**src/hdl/csr_pkg.sv**
```systemverilog
`default_nettype none

package csr_pkg;

    // datapath widths
    localparam int xlen      = 64;
    localparam int csr_idx_w = 12;

    // machine-mode CSR indices
    localparam logic [csr_idx_w-1:0] csr_mstatus       = 12'h300;
    localparam logic [csr_idx_w-1:0] csr_misa          = 12'h301;
    localparam logic [csr_idx_w-1:0] csr_mtvec         = 12'h305;
    localparam logic [csr_idx_w-1:0] csr_mcountinhibit = 12'h320;
    localparam logic [csr_idx_w-1:0] csr_mscratch      = 12'h340;
    localparam logic [csr_idx_w-1:0] csr_mepc          = 12'h341;
    localparam logic [csr_idx_w-1:0] csr_mcause        = 12'h342;
    localparam logic [csr_idx_w-1:0] csr_mtval         = 12'h343;
    localparam logic [csr_idx_w-1:0] csr_mcycle        = 12'hb00;
    localparam logic [csr_idx_w-1:0] csr_minstret      = 12'hb02;
    localparam logic [csr_idx_w-1:0] csr_mhartid       = 12'hf14;

    // user-level read-only aliases of the counters
    localparam logic [csr_idx_w-1:0] csr_cycle   = 12'hc00;
    localparam logic [csr_idx_w-1:0] csr_instret = 12'hc02;

    // mstatus field positions
    localparam int mstatus_mie_bit  = 3;
    localparam int mstatus_mpie_bit = 7;
    localparam int mstatus_mpp_lsb  = 11; // two bits wide

    // MXL = 2 (64 bit), extension I only
    localparam logic [xlen-1:0] misa_value = 64'h8000_0000_0000_0100;

    localparam logic [xlen-1:0] hart_id = 64'h0; // single hart

    typedef enum logic [1:0] {
        priv_u = 2'd0,
        priv_m = 2'd3
    } priv_e;

    // synchronous exception codes as written into mcause
    typedef enum logic [3:0] {
        exc_ins_mis = 4'd0,
        exc_ill_ins = 4'd2,
        exc_break   = 4'd3,
        exc_ld_mis  = 4'd4,
        exc_st_mis  = 4'd6,
        exc_ecall_u = 4'd8,
        exc_ecall_m = 4'd11
    } exc_cause_e;

endpackage

`default_nettype wire

```
**src/hdl/csr_access.sv**
```systemverilog
`timescale 1ns/1ps
`default_nettype none

module csr_access (
    input  logic                          valid,
    input  logic                          csr_write,
    input  logic                          trap,
    input  logic [csr_pkg::csr_idx_w-1:0] csr_read_index,
    input  logic [csr_pkg::csr_idx_w-1:0] csr_write_index,
    input  logic [csr_pkg::xlen-1:0]      mstatus,
    input  logic [csr_pkg::xlen-1:0]      mtvec,
    input  logic [csr_pkg::xlen-1:0]      mscratch,
    input  logic [csr_pkg::xlen-1:0]      mepc,
    input  logic [csr_pkg::xlen-1:0]      mcause,
    input  logic [csr_pkg::xlen-1:0]      mtval,
    input  logic [csr_pkg::xlen-1:0]      mcycle,
    input  logic [csr_pkg::xlen-1:0]      minstret,
    input  logic [csr_pkg::xlen-1:0]      mcountinhibit,
    output logic                          write_mstatus,
    output logic                          write_mtvec,
    output logic                          write_mscratch,
    output logic                          write_mepc,
    output logic                          write_mcause,
    output logic                          write_mtval,
    output logic                          write_mcycle,
    output logic                          write_minstret,
    output logic                          write_mcountinhibit,
    output logic [csr_pkg::xlen-1:0]      csr_data_r
);

    logic write_en;

    // a trapping instruction never retires its CSR write
    assign write_en = valid && csr_write && !trap;

    assign write_mstatus       = write_en && (csr_write_index == csr_pkg::csr_mstatus);
    assign write_mtvec         = write_en && (csr_write_index == csr_pkg::csr_mtvec);
    assign write_mscratch      = write_en && (csr_write_index == csr_pkg::csr_mscratch);
    assign write_mepc          = write_en && (csr_write_index == csr_pkg::csr_mepc);
    assign write_mcause        = write_en && (csr_write_index == csr_pkg::csr_mcause);
    assign write_mtval         = write_en && (csr_write_index == csr_pkg::csr_mtval);
    assign write_mcycle        = write_en && (csr_write_index == csr_pkg::csr_mcycle);
    assign write_minstret      = write_en && (csr_write_index == csr_pkg::csr_minstret);
    assign write_mcountinhibit = write_en && (csr_write_index == csr_pkg::csr_mcountinhibit);

    // read mux, unknown index reads as zero
    always_comb begin
        case (csr_read_index)
            csr_pkg::csr_mstatus:       csr_data_r = mstatus;
            csr_pkg::csr_misa:          csr_data_r = csr_pkg::misa_value;
            csr_pkg::csr_mtvec:         csr_data_r = mtvec;
            csr_pkg::csr_mscratch:      csr_data_r = mscratch;
            csr_pkg::csr_mepc:          csr_data_r = mepc;
            csr_pkg::csr_mcause:        csr_data_r = mcause;
            csr_pkg::csr_mtval:         csr_data_r = mtval;
            csr_pkg::csr_mcycle,
            csr_pkg::csr_cycle:         csr_data_r = mcycle;   // user alias shares the counter
            csr_pkg::csr_minstret,
            csr_pkg::csr_instret:       csr_data_r = minstret;
            csr_pkg::csr_mcountinhibit: csr_data_r = mcountinhibit;
            csr_pkg::csr_mhartid:       csr_data_r = csr_pkg::hart_id;
            default:                    csr_data_r = '0;
        endcase
    end

    // at most one register written per instruction
    always_comb begin
        assert final ($onehot0({write_mstatus, write_mtvec, write_mscratch, write_mepc,
                                write_mcause, write_mtval, write_mcycle, write_minstret,
                                write_mcountinhibit}));
    end

endmodule

`default_nettype wire

```
**src/hdl/csr_counters.sv**
```systemverilog
`timescale 1ns/1ps
`default_nettype none

module csr_counters (
    input  logic                     clk,
    input  logic                     rst,
    input  logic                     valid,
    input  logic                     trap,
    input  logic                     write_mcycle,
    input  logic                     write_minstret,
    input  logic                     write_mcountinhibit,
    input  logic [csr_pkg::xlen-1:0] csr_data_w,
    output logic [csr_pkg::xlen-1:0] mcycle,
    output logic [csr_pkg::xlen-1:0] minstret,
    output logic [csr_pkg::xlen-1:0] mcountinhibit
);

    logic cy_inh; // bit 0
    logic ir_inh; // bit 2

    always_ff @(posedge clk) begin
        if (rst) begin
            cy_inh <= 1'b0;
            ir_inh <= 1'b0;
        end else if (write_mcountinhibit) begin
            cy_inh <= csr_data_w[0];
            ir_inh <= csr_data_w[2];
        end
    end

    // time and hpm bits are hardwired zero
    assign mcountinhibit = {{(csr_pkg::xlen-3){1'b0}}, ir_inh, 1'b0, cy_inh};

    always_ff @(posedge clk) begin
        if (rst) begin
            mcycle <= '0;
        end else if (write_mcycle) begin
            mcycle <= csr_data_w;
        end else if (!cy_inh) begin
            mcycle <= mcycle + 1'b1;
        end
    end

    // retired means valid and not trapped
    always_ff @(posedge clk) begin
        if (rst) begin
            minstret <= '0;
        end else if (write_minstret) begin
            minstret <= csr_data_w;
        end else if (valid && !trap && !ir_inh) begin
            minstret <= minstret + 1'b1;
        end
    end

    // an instruction that traps does not retire
    assert property (@(posedge clk) disable iff (rst)
        (valid && trap && !write_minstret) |=> minstret == $past(minstret));

endmodule

`default_nettype wire

```
**src/hdl/csr_exc_prio.sv**
```systemverilog
`timescale 1ns/1ps
`default_nettype none

module csr_exc_prio (
    input  logic                       valid,
    input  logic                       ins_addr_mis,
    input  logic                       ill_ins,
    input  logic                       ebreak,
    input  logic                       ecall,
    input  logic                       ld_addr_mis,
    input  logic                       st_addr_mis,
    input  logic [csr_pkg::xlen-1:0]   ins_pc,
    input  logic [csr_pkg::xlen-1:0]   mem_addr,
    input  csr_pkg::priv_e             priv,
    output logic                       trap,
    output csr_pkg::exc_cause_e        cause,
    output logic [csr_pkg::xlen-1:0]   tval
);

    logic any_exc;

    assign any_exc = ins_addr_mis || ill_ins || ebreak || ecall || ld_addr_mis || st_addr_mis;
    assign trap    = valid && any_exc;

    // first hit wins, fetch side before memory side
    always_comb begin
        cause = csr_pkg::exc_ins_mis;
        tval  = '0;
        if (ins_addr_mis) begin
            cause = csr_pkg::exc_ins_mis;
            tval  = ins_pc;
        end else if (ill_ins) begin
            cause = csr_pkg::exc_ill_ins; // tval stays zero
        end else if (ebreak) begin
            cause = csr_pkg::exc_break;
            tval  = ins_pc;
        end else if (ecall) begin
            // cause tells the handler which mode made the call
            if (priv == csr_pkg::priv_m) begin
                cause = csr_pkg::exc_ecall_m;
            end else begin
                cause = csr_pkg::exc_ecall_u;
            end
        end else if (ld_addr_mis) begin
            cause = csr_pkg::exc_ld_mis;
            tval  = mem_addr;
        end else if (st_addr_mis) begin
            cause = csr_pkg::exc_st_mis;
            tval  = mem_addr;
        end
    end

endmodule

`default_nettype wire

```
**src/hdl/csr_status.sv**
```systemverilog
`timescale 1ns/1ps
`default_nettype none

module csr_status (
    input  logic                     clk,
    input  logic                     rst,
    input  logic                     trap,
    input  logic                     m_ret,
    input  logic                     valid,
    input  logic                     write_mstatus,
    input  logic [csr_pkg::xlen-1:0] csr_data_w,
    output logic [csr_pkg::xlen-1:0] mstatus,
    output csr_pkg::priv_e           priv
);

    logic           mie_q;
    logic           mpie_q;
    csr_pkg::priv_e mpp_q;
    logic [1:0]     mpp_wr;

    assign mpp_wr = csr_data_w[csr_pkg::mstatus_mpp_lsb +: 2];

    always_ff @(posedge clk) begin
        if (rst) begin
            mie_q  <= 1'b0;
            mpie_q <= 1'b0;
            mpp_q  <= csr_pkg::priv_u;
            priv   <= csr_pkg::priv_m;
        end else if (trap) begin
            mpie_q <= mie_q;
            mie_q  <= 1'b0;
            mpp_q  <= priv;
            priv   <= csr_pkg::priv_m; // all traps go to machine mode
        end else if (valid && m_ret) begin
            mie_q  <= mpie_q;
            mpie_q <= 1'b1;
            priv   <= mpp_q;
            mpp_q  <= csr_pkg::priv_u;
        end else if (write_mstatus) begin
            mie_q  <= csr_data_w[csr_pkg::mstatus_mie_bit];
            mpie_q <= csr_data_w[csr_pkg::mstatus_mpie_bit];
            // only U and M exist, other MPP codes leave the field alone
            if (mpp_wr == 2'd3) begin
                mpp_q <= csr_pkg::priv_m;
            end else if (mpp_wr == 2'd0) begin
                mpp_q <= csr_pkg::priv_u;
            end
        end
    end

    always_comb begin
        mstatus = '0;
        mstatus[csr_pkg::mstatus_mie_bit]       = mie_q;
        mstatus[csr_pkg::mstatus_mpie_bit]      = mpie_q;
        mstatus[csr_pkg::mstatus_mpp_lsb +: 2]  = mpp_q;
    end

    // a trapping mret is not a return, we end up in machine mode with MIE off
    assert property (@(posedge clk) disable iff (rst)
        (valid && m_ret && trap) |=> (priv == csr_pkg::priv_m) && !mie_q);

endmodule

`default_nettype wire

```
**src/hdl/csr_top.sv**
```systemverilog
`timescale 1ns/1ps
`default_nettype none

module csr_top (
    input  logic                          clk,
    input  logic                          rst,
    input  logic                          valid,
    input  logic                          csr_write,
    input  logic [csr_pkg::csr_idx_w-1:0] csr_read_index,
    input  logic [csr_pkg::csr_idx_w-1:0] csr_write_index,
    input  logic [csr_pkg::xlen-1:0]      csr_data_w,
    input  logic [csr_pkg::xlen-1:0]      ins_pc,
    input  logic [csr_pkg::xlen-1:0]      mem_addr,
    input  logic                          ins_addr_mis,
    input  logic                          ill_ins,
    input  logic                          ebreak,
    input  logic                          ecall,
    input  logic                          ld_addr_mis,
    input  logic                          st_addr_mis,
    input  logic                          m_ret,
    output logic [csr_pkg::xlen-1:0]      csr_data_r,
    output logic                          trap_taken,
    output logic [csr_pkg::xlen-1:0]      trap_pc,
    output logic [csr_pkg::xlen-1:0]      ret_pc,
    output csr_pkg::priv_e                priv
);

    logic                     trap;
    csr_pkg::exc_cause_e      cause;
    logic [csr_pkg::xlen-1:0] tval;

    logic [csr_pkg::xlen-1:0] mstatus, mtvec, mscratch, mepc, mcause, mtval;
    logic [csr_pkg::xlen-1:0] mcycle, minstret, mcountinhibit;

    logic write_mstatus, write_mtvec, write_mscratch, write_mepc, write_mcause;
    logic write_mtval, write_mcycle, write_minstret, write_mcountinhibit;

    assign trap_taken = trap;
    assign trap_pc    = mtvec; // low bits already zero in the register
    assign ret_pc     = mepc;

    csr_access i_csr_access (
        .valid, .csr_write, .trap, .csr_read_index, .csr_write_index,
        .mstatus, .mtvec, .mscratch, .mepc, .mcause, .mtval,
        .mcycle, .minstret, .mcountinhibit,
        .write_mstatus, .write_mtvec, .write_mscratch, .write_mepc, .write_mcause,
        .write_mtval, .write_mcycle, .write_minstret, .write_mcountinhibit,
        .csr_data_r
    );

    csr_exc_prio i_csr_exc_prio (
        .valid, .ins_addr_mis, .ill_ins, .ebreak, .ecall, .ld_addr_mis, .st_addr_mis,
        .ins_pc, .mem_addr, .priv, .trap, .cause, .tval
    );

    csr_status i_csr_status (
        .clk, .rst, .trap, .m_ret, .valid, .write_mstatus, .csr_data_w,
        .mstatus, .priv
    );

    csr_trap_regs i_csr_trap_regs (
        .clk, .rst, .trap, .cause, .tval, .ins_pc,
        .write_mtvec, .write_mepc, .write_mcause, .write_mtval, .write_mscratch,
        .csr_data_w, .mtvec, .mepc, .mcause, .mtval, .mscratch
    );

    csr_counters i_csr_counters (
        .clk, .rst, .valid, .trap,
        .write_mcycle, .write_minstret, .write_mcountinhibit,
        .csr_data_w, .mcycle, .minstret, .mcountinhibit
    );

endmodule

`default_nettype wire

```
**src/hdl/csr_trap_regs.sv**
```systemverilog
`timescale 1ns/1ps
`default_nettype none

module csr_trap_regs (
    input  logic                     clk,
    input  logic                     rst,
    input  logic                     trap,
    input  csr_pkg::exc_cause_e      cause,
    input  logic [csr_pkg::xlen-1:0] tval,
    input  logic [csr_pkg::xlen-1:0] ins_pc,
    input  logic                     write_mtvec,
    input  logic                     write_mepc,
    input  logic                     write_mcause,
    input  logic                     write_mtval,
    input  logic                     write_mscratch,
    input  logic [csr_pkg::xlen-1:0] csr_data_w,
    output logic [csr_pkg::xlen-1:0] mtvec,
    output logic [csr_pkg::xlen-1:0] mepc,
    output logic [csr_pkg::xlen-1:0] mcause,
    output logic [csr_pkg::xlen-1:0] mtval,
    output logic [csr_pkg::xlen-1:0] mscratch
);

    logic [csr_pkg::xlen-1:0] cause_ext;

    // exceptions only, so the interrupt bit stays clear
    assign cause_ext = {{(csr_pkg::xlen - $bits(cause)){1'b0}}, cause};

    // trap-side registers
    always_ff @(posedge clk) begin
        if (rst) begin
            mepc   <= '0;
            mcause <= '0;
            mtval  <= '0;
        end else if (trap) begin
            mepc   <= ins_pc;
            mcause <= cause_ext;
            mtval  <= tval;
        end else begin
            if (write_mepc) begin
                mepc <= {csr_data_w[csr_pkg::xlen-1:1], 1'b0}; // IALIGN 16 at most
            end
            if (write_mcause) begin
                mcause <= csr_data_w;
            end
            if (write_mtval) begin
                mtval <= csr_data_w;
            end
        end
    end

    // software-only registers, never touched by a trap
    always_ff @(posedge clk) begin
        if (rst) begin
            mtvec    <= '0;
            mscratch <= '0;
        end else begin
            if (write_mtvec) begin
                mtvec <= {csr_data_w[csr_pkg::xlen-1:2], 2'b00}; // direct mode only
            end
            if (write_mscratch) begin
                mscratch <= csr_data_w;
            end
        end
    end

endmodule

`default_nettype wire

```
**config.mk**
```make
export PLATFORM = sky130hd
export DESIGN_NAME = csr_top
export DESIGN_NICKNAME = d
export VERILOG_FILES = /design/src/hdl/csr_pkg.sv /design/src/hdl/csr_access.sv /design/src/hdl/csr_counters.sv /design/src/hdl/csr_exc_prio.sv /design/src/hdl/csr_status.sv /design/src/hdl/csr_top.sv /design/src/hdl/csr_trap_regs.sv
export SDC_FILE = /design/constraint.sdc
export NUM_CORES = 1
export LEC_CHECK = 0
export BUFFER_PORTS_ARGS = -buffer_cell sky130_fd_sc_hd__buf_2
export CAP_MARGIN = 40
export CORE_MARGIN = 2
export CORE_UTILIZATION = 35
export DETAILED_ROUTE_END_ITERATION = 8
export SYNTH_ARGS = -nofsm -noshare
export SYNTH_HDL_FRONTEND = slang
export SYNTH_SLANG_ARGS = --single-unit
```
**constraint.sdc**
```tcl
create_clock -name clk -period 6.9 [get_ports clk]
set_input_delay 1.035 -clock clk [delete_from_list [all_inputs] [get_ports clk]]
set_output_delay 1.035 -clock clk [all_outputs]
set_load 0.05 [all_outputs]
```
==> run_results.csv <==
group,metric,value,unit
outcome,status,"finished, final reports clean",
yosys,async_flop_share,0,%
clock_network,insertion_delay,600,ps
yosys,synthDistinctLibCells,59,
sta,hold_viol,0,
critical_path,end_kind,"output pin",
clock_network,hold_buffers,0,
critical_path,crit_fanout,64,
yosys,synth-simple-area-share,24.23,%
place,dpl.hpwl,66.32,mm
die,die-area,65640,µm²
critical_path,worstSetupPathType,"in2out",
yosys,synth_top_family_by_area,"compound AO/OA/AOI/OAI gates",
critical_path,crit_arrival,4090,ps
global_route,grt_pass1_vias,21990,
sta,finalSetupViolations,0,
sta,fmax,0.1950,GHz
critical_path,reg2reg_depth,6,
place,pre_cts_slack,1868,ps
clock_network,cts_resized,0,
hold_path,hp-class,"reg2reg",
clock_network,htreeDepth,2,
sta,fin_crit_sh,74.33,%
yosys,seq_area_frac_synth,40.82,%
pwr,finalPower,6.019,mW
die,num_rows,92,
drt,wl,95.10,mm
hold_path,min-delay-start,"i_csr_trap_regs.mcause[10]$_SDFFE_PP0P_",
critical_path,crit_family,"simple AND/OR/NAND/NOR gates",
pwr,powerDensity,223.9,nW/µm²
die,io_pins,422,
critical_path,path_cells,"buf_2 > or4_1 > or3b_2 > nor3b_2 > buf_4 > a22oi_1 > nand3_1 > buf_2",
final_layout,final_cell_mix,"nand2_1 (561), dfxtp_1 (454), buf_2 (418)",
yosys,synth.yosys.warnings,0,
critical_path,critPathMaxStageDelay,740,ps
place,gp_congestion,0.8521,
clock_network,clkTransAtPathRegs,60,ps
yosys,synth_top_area_cell,"dfxtp_1",
pwr,ir_drop,0.1887,mV
place,numPortBuffers,419,
critical_path,critical_path.slowest_cell,"buf_4",
clock_network,clock-sinks,454,
yosys,syn-instance-count,2783,
yosys,synthAdderAreaFrac,0.1124,%
yosys,avgSynthCellArea,8.000,µm²
sta,max_slew_margin,33.24,%
drt,vias,23260,
drt,drt_iter0_drc,2744,
final_layout,final_nets,3298,
die,start_util,35.36,%
sta,rsz0062_at_grt,"false",
yosys,synth_mux_area_share,0.2698,%
critical_path,r2r_setup_slack,3940,ps
run,maxCapViolations,0,
global_route,grt_max_degree,180,
final_layout,final_common_cell,"nand2_1",
drt,routedWlPerCell,24.02,µm
die,die_h,256.2,µm
final_layout,areaGrowthSynthToFinish,20.73,%
yosys,synth-xor-area-share,4.799,%
pwr,leakage,9.916,nW
yosys,synth_edf_count,0,
sta,maxSlewViolCount,0,
drt,drtPass1Iterations,9,
yosys,synth_area,22260,µm²
hold_path,hold-path-cell-count,2,
clock_network,cts_buffers,52,
global_route,antenna_found_initial,6,
die,coreArea,62970,µm²
critical_path,cp.required,5860,ps
sta,fin_setup_tns,0,ps
critical_path,crit_top_cell,"buf_2",
global_route,grt_usage,28.08,%
sta,finClkSkew,19.50,ps
yosys,synthTopCellsByArea,"dfxtp_1 (41%), nand2_1 (9.5%), a222oi_1 (5.7%), nor2_1 (5.1%), a21oi_1 (4.5%)",
clock_network,post-cts-setup-buffers,0,
yosys,synth_compound_area_share,25.12,%
drt,drcViolationCount,0,
sta,period_needed,5129,ps
sta,fin_ws,1771,ps
critical_path,r2r_start,"i_csr_counters.minstret[3]$_SDFFE_PP0P_",
clock_network,clockBufferDepth,3,
final_layout,drive_gt1_share,19.80,%
sta,tightest_slew,1001,ps
yosys,synth_top_area_share,40.82,%
global_route,overflow,0,
sta,hold_slack,453.0,ps
drt,ant_nets,0,
clock_network,cts_tree,"yes",
die,die_w,256.2,µm
clock_network,cts_root_buf,"clkbuf_16",
global_route,grt_pass1_wl,144.1,mm
critical_path,critical_path_buf_inv_count,3,
hold_path,min_to,"i_csr_trap_regs.mcause[10]$_SDFFE_PP0P_",
yosys,synth_ff_type,"dfxtp_1",
yosys,ys_ff_latch,454,
drt,vias_per_cell,5.875,
critical_path,r2r_end,"i_csr_counters.minstret[57]$_SDFFE_PP0P_",
critical_path,start_kind,"input port",
cells in the mapped netlist, drive strengths merged, types with 5 or more instances:
master and instances:
a211oi 117, a21oi 198, a222oi 126, a22o 70, a22oi 128, a311oi 68, and2 17, and3 23
and4 21, buf 23, clkbuf 219, dfxtp 454, inv 14, mux2i 6, nand2 565, nand3 130
nand4 54, nor2 302, nor2b 5, nor3 30, nor4 26, o31ai 5, or2 5, or4 9
xnor2 42, xor2 80
through the flow:
| step | std cells | util (%) | instance area [µm²] |
|---|---|---|---|
| after detailed placement | 3861 | 39.97 | 25160 |
| after floorplan | 2784 | - | 22270 |
| final | 3959 | 42.69 | 26880 |
| after CTS | 3957 | 42.68 | 26870 |
| after global placement | 3848 | 39.59 | 24930 |
| after global routing | 3958 | 42.69 | 26880 |
layer usage:
metal / wire [µm] / part of all wire, % / GRT usage (%) / vias up
li1: - / - / - / 10840
met1: 40230 / 42 / 37.15 / 11220
met2: 45430 / 48 / 47.47 / 1046
met3: 7235 / 7.6 / 4.537 / 148
met4: 2168 / 2.3 / 7.229 / 6
met5: 36 / 0.038 / 0 / -
flip-flops by register name, summed over array words and instances, names as in the netlist:
name and count:
i_csr_status.priv 2, i_csr_status.mie_q 1, i_csr_counters.ir_inh 1, i_csr_trap_regs.mtvec 62, i_csr_counters.minstret 64, i_csr_status.mpie_q 1, i_csr_trap_regs.mepc 64, i_csr_counters.cy_inh 1
i_csr_counters.mcycle 64, i_csr_trap_regs.mtval 64, i_csr_trap_regs.mcause 64, i_csr_trap_regs.mscratch 64, i_csr_status.mpp_q 2
worst reg2reg max path, cell delays in order, from the launching register on:
cell	delay, ps
dfxtp_1	460
and4_1	280
and4_1	410
and3_1	510
nand4_1	430
or4_1	510
a311oi_1	250
cell families after synthesis:
family                   Yosys count
multiplexers                       6
AND/OR/NAND/NOR                 1212
adder cells (fa/ha/maj)            2
flip-flops                       454
buffers and inverters            257
XOR/XNOR                         122
other                              1
AO/OA/AOI/OAI                    729
layout make-up:
type                       instances  area, µm²
tap                              846       1059
multi-input combinational       2073      12270
clock buffer                      76       1554
clock inverter                    20      156.4
inverter                          15      56.30
antenna                            2      5.005
fill                            6425      36090
sequential                       454       9089
timing repair buffer             473       2691
worst max path at each step:
| stage | from | to | slack, ps | cells past startpoint |
|---|---|---|---|---|
| after CTS | csr_read_index[7] | csr_data_r[0] | 1870 | 8 |
| after global placement | csr_read_index[7] | csr_data_r[0] | 1870 | 8 |
| after detailed placement | csr_read_index[7] | csr_data_r[0] | 1870 | 8 |
| final | csr_read_index[7] | csr_data_r[0] | 1770 | 8 |
| after global routing | csr_read_index[7] | csr_data_r[14] | 1700 | 8 |
| after floorplan | csr_read_index[7] | csr_data_r[28] | 2410 | 8 |
report_power, final:
part / switching [mW] / internal, mW
logic: 0.357 / 0.152
clock network: 1.19 / 1.60
registers: 0.0470 / 2.67
total: 1.59 / 4.42
(Power assumes the default switching activity.)
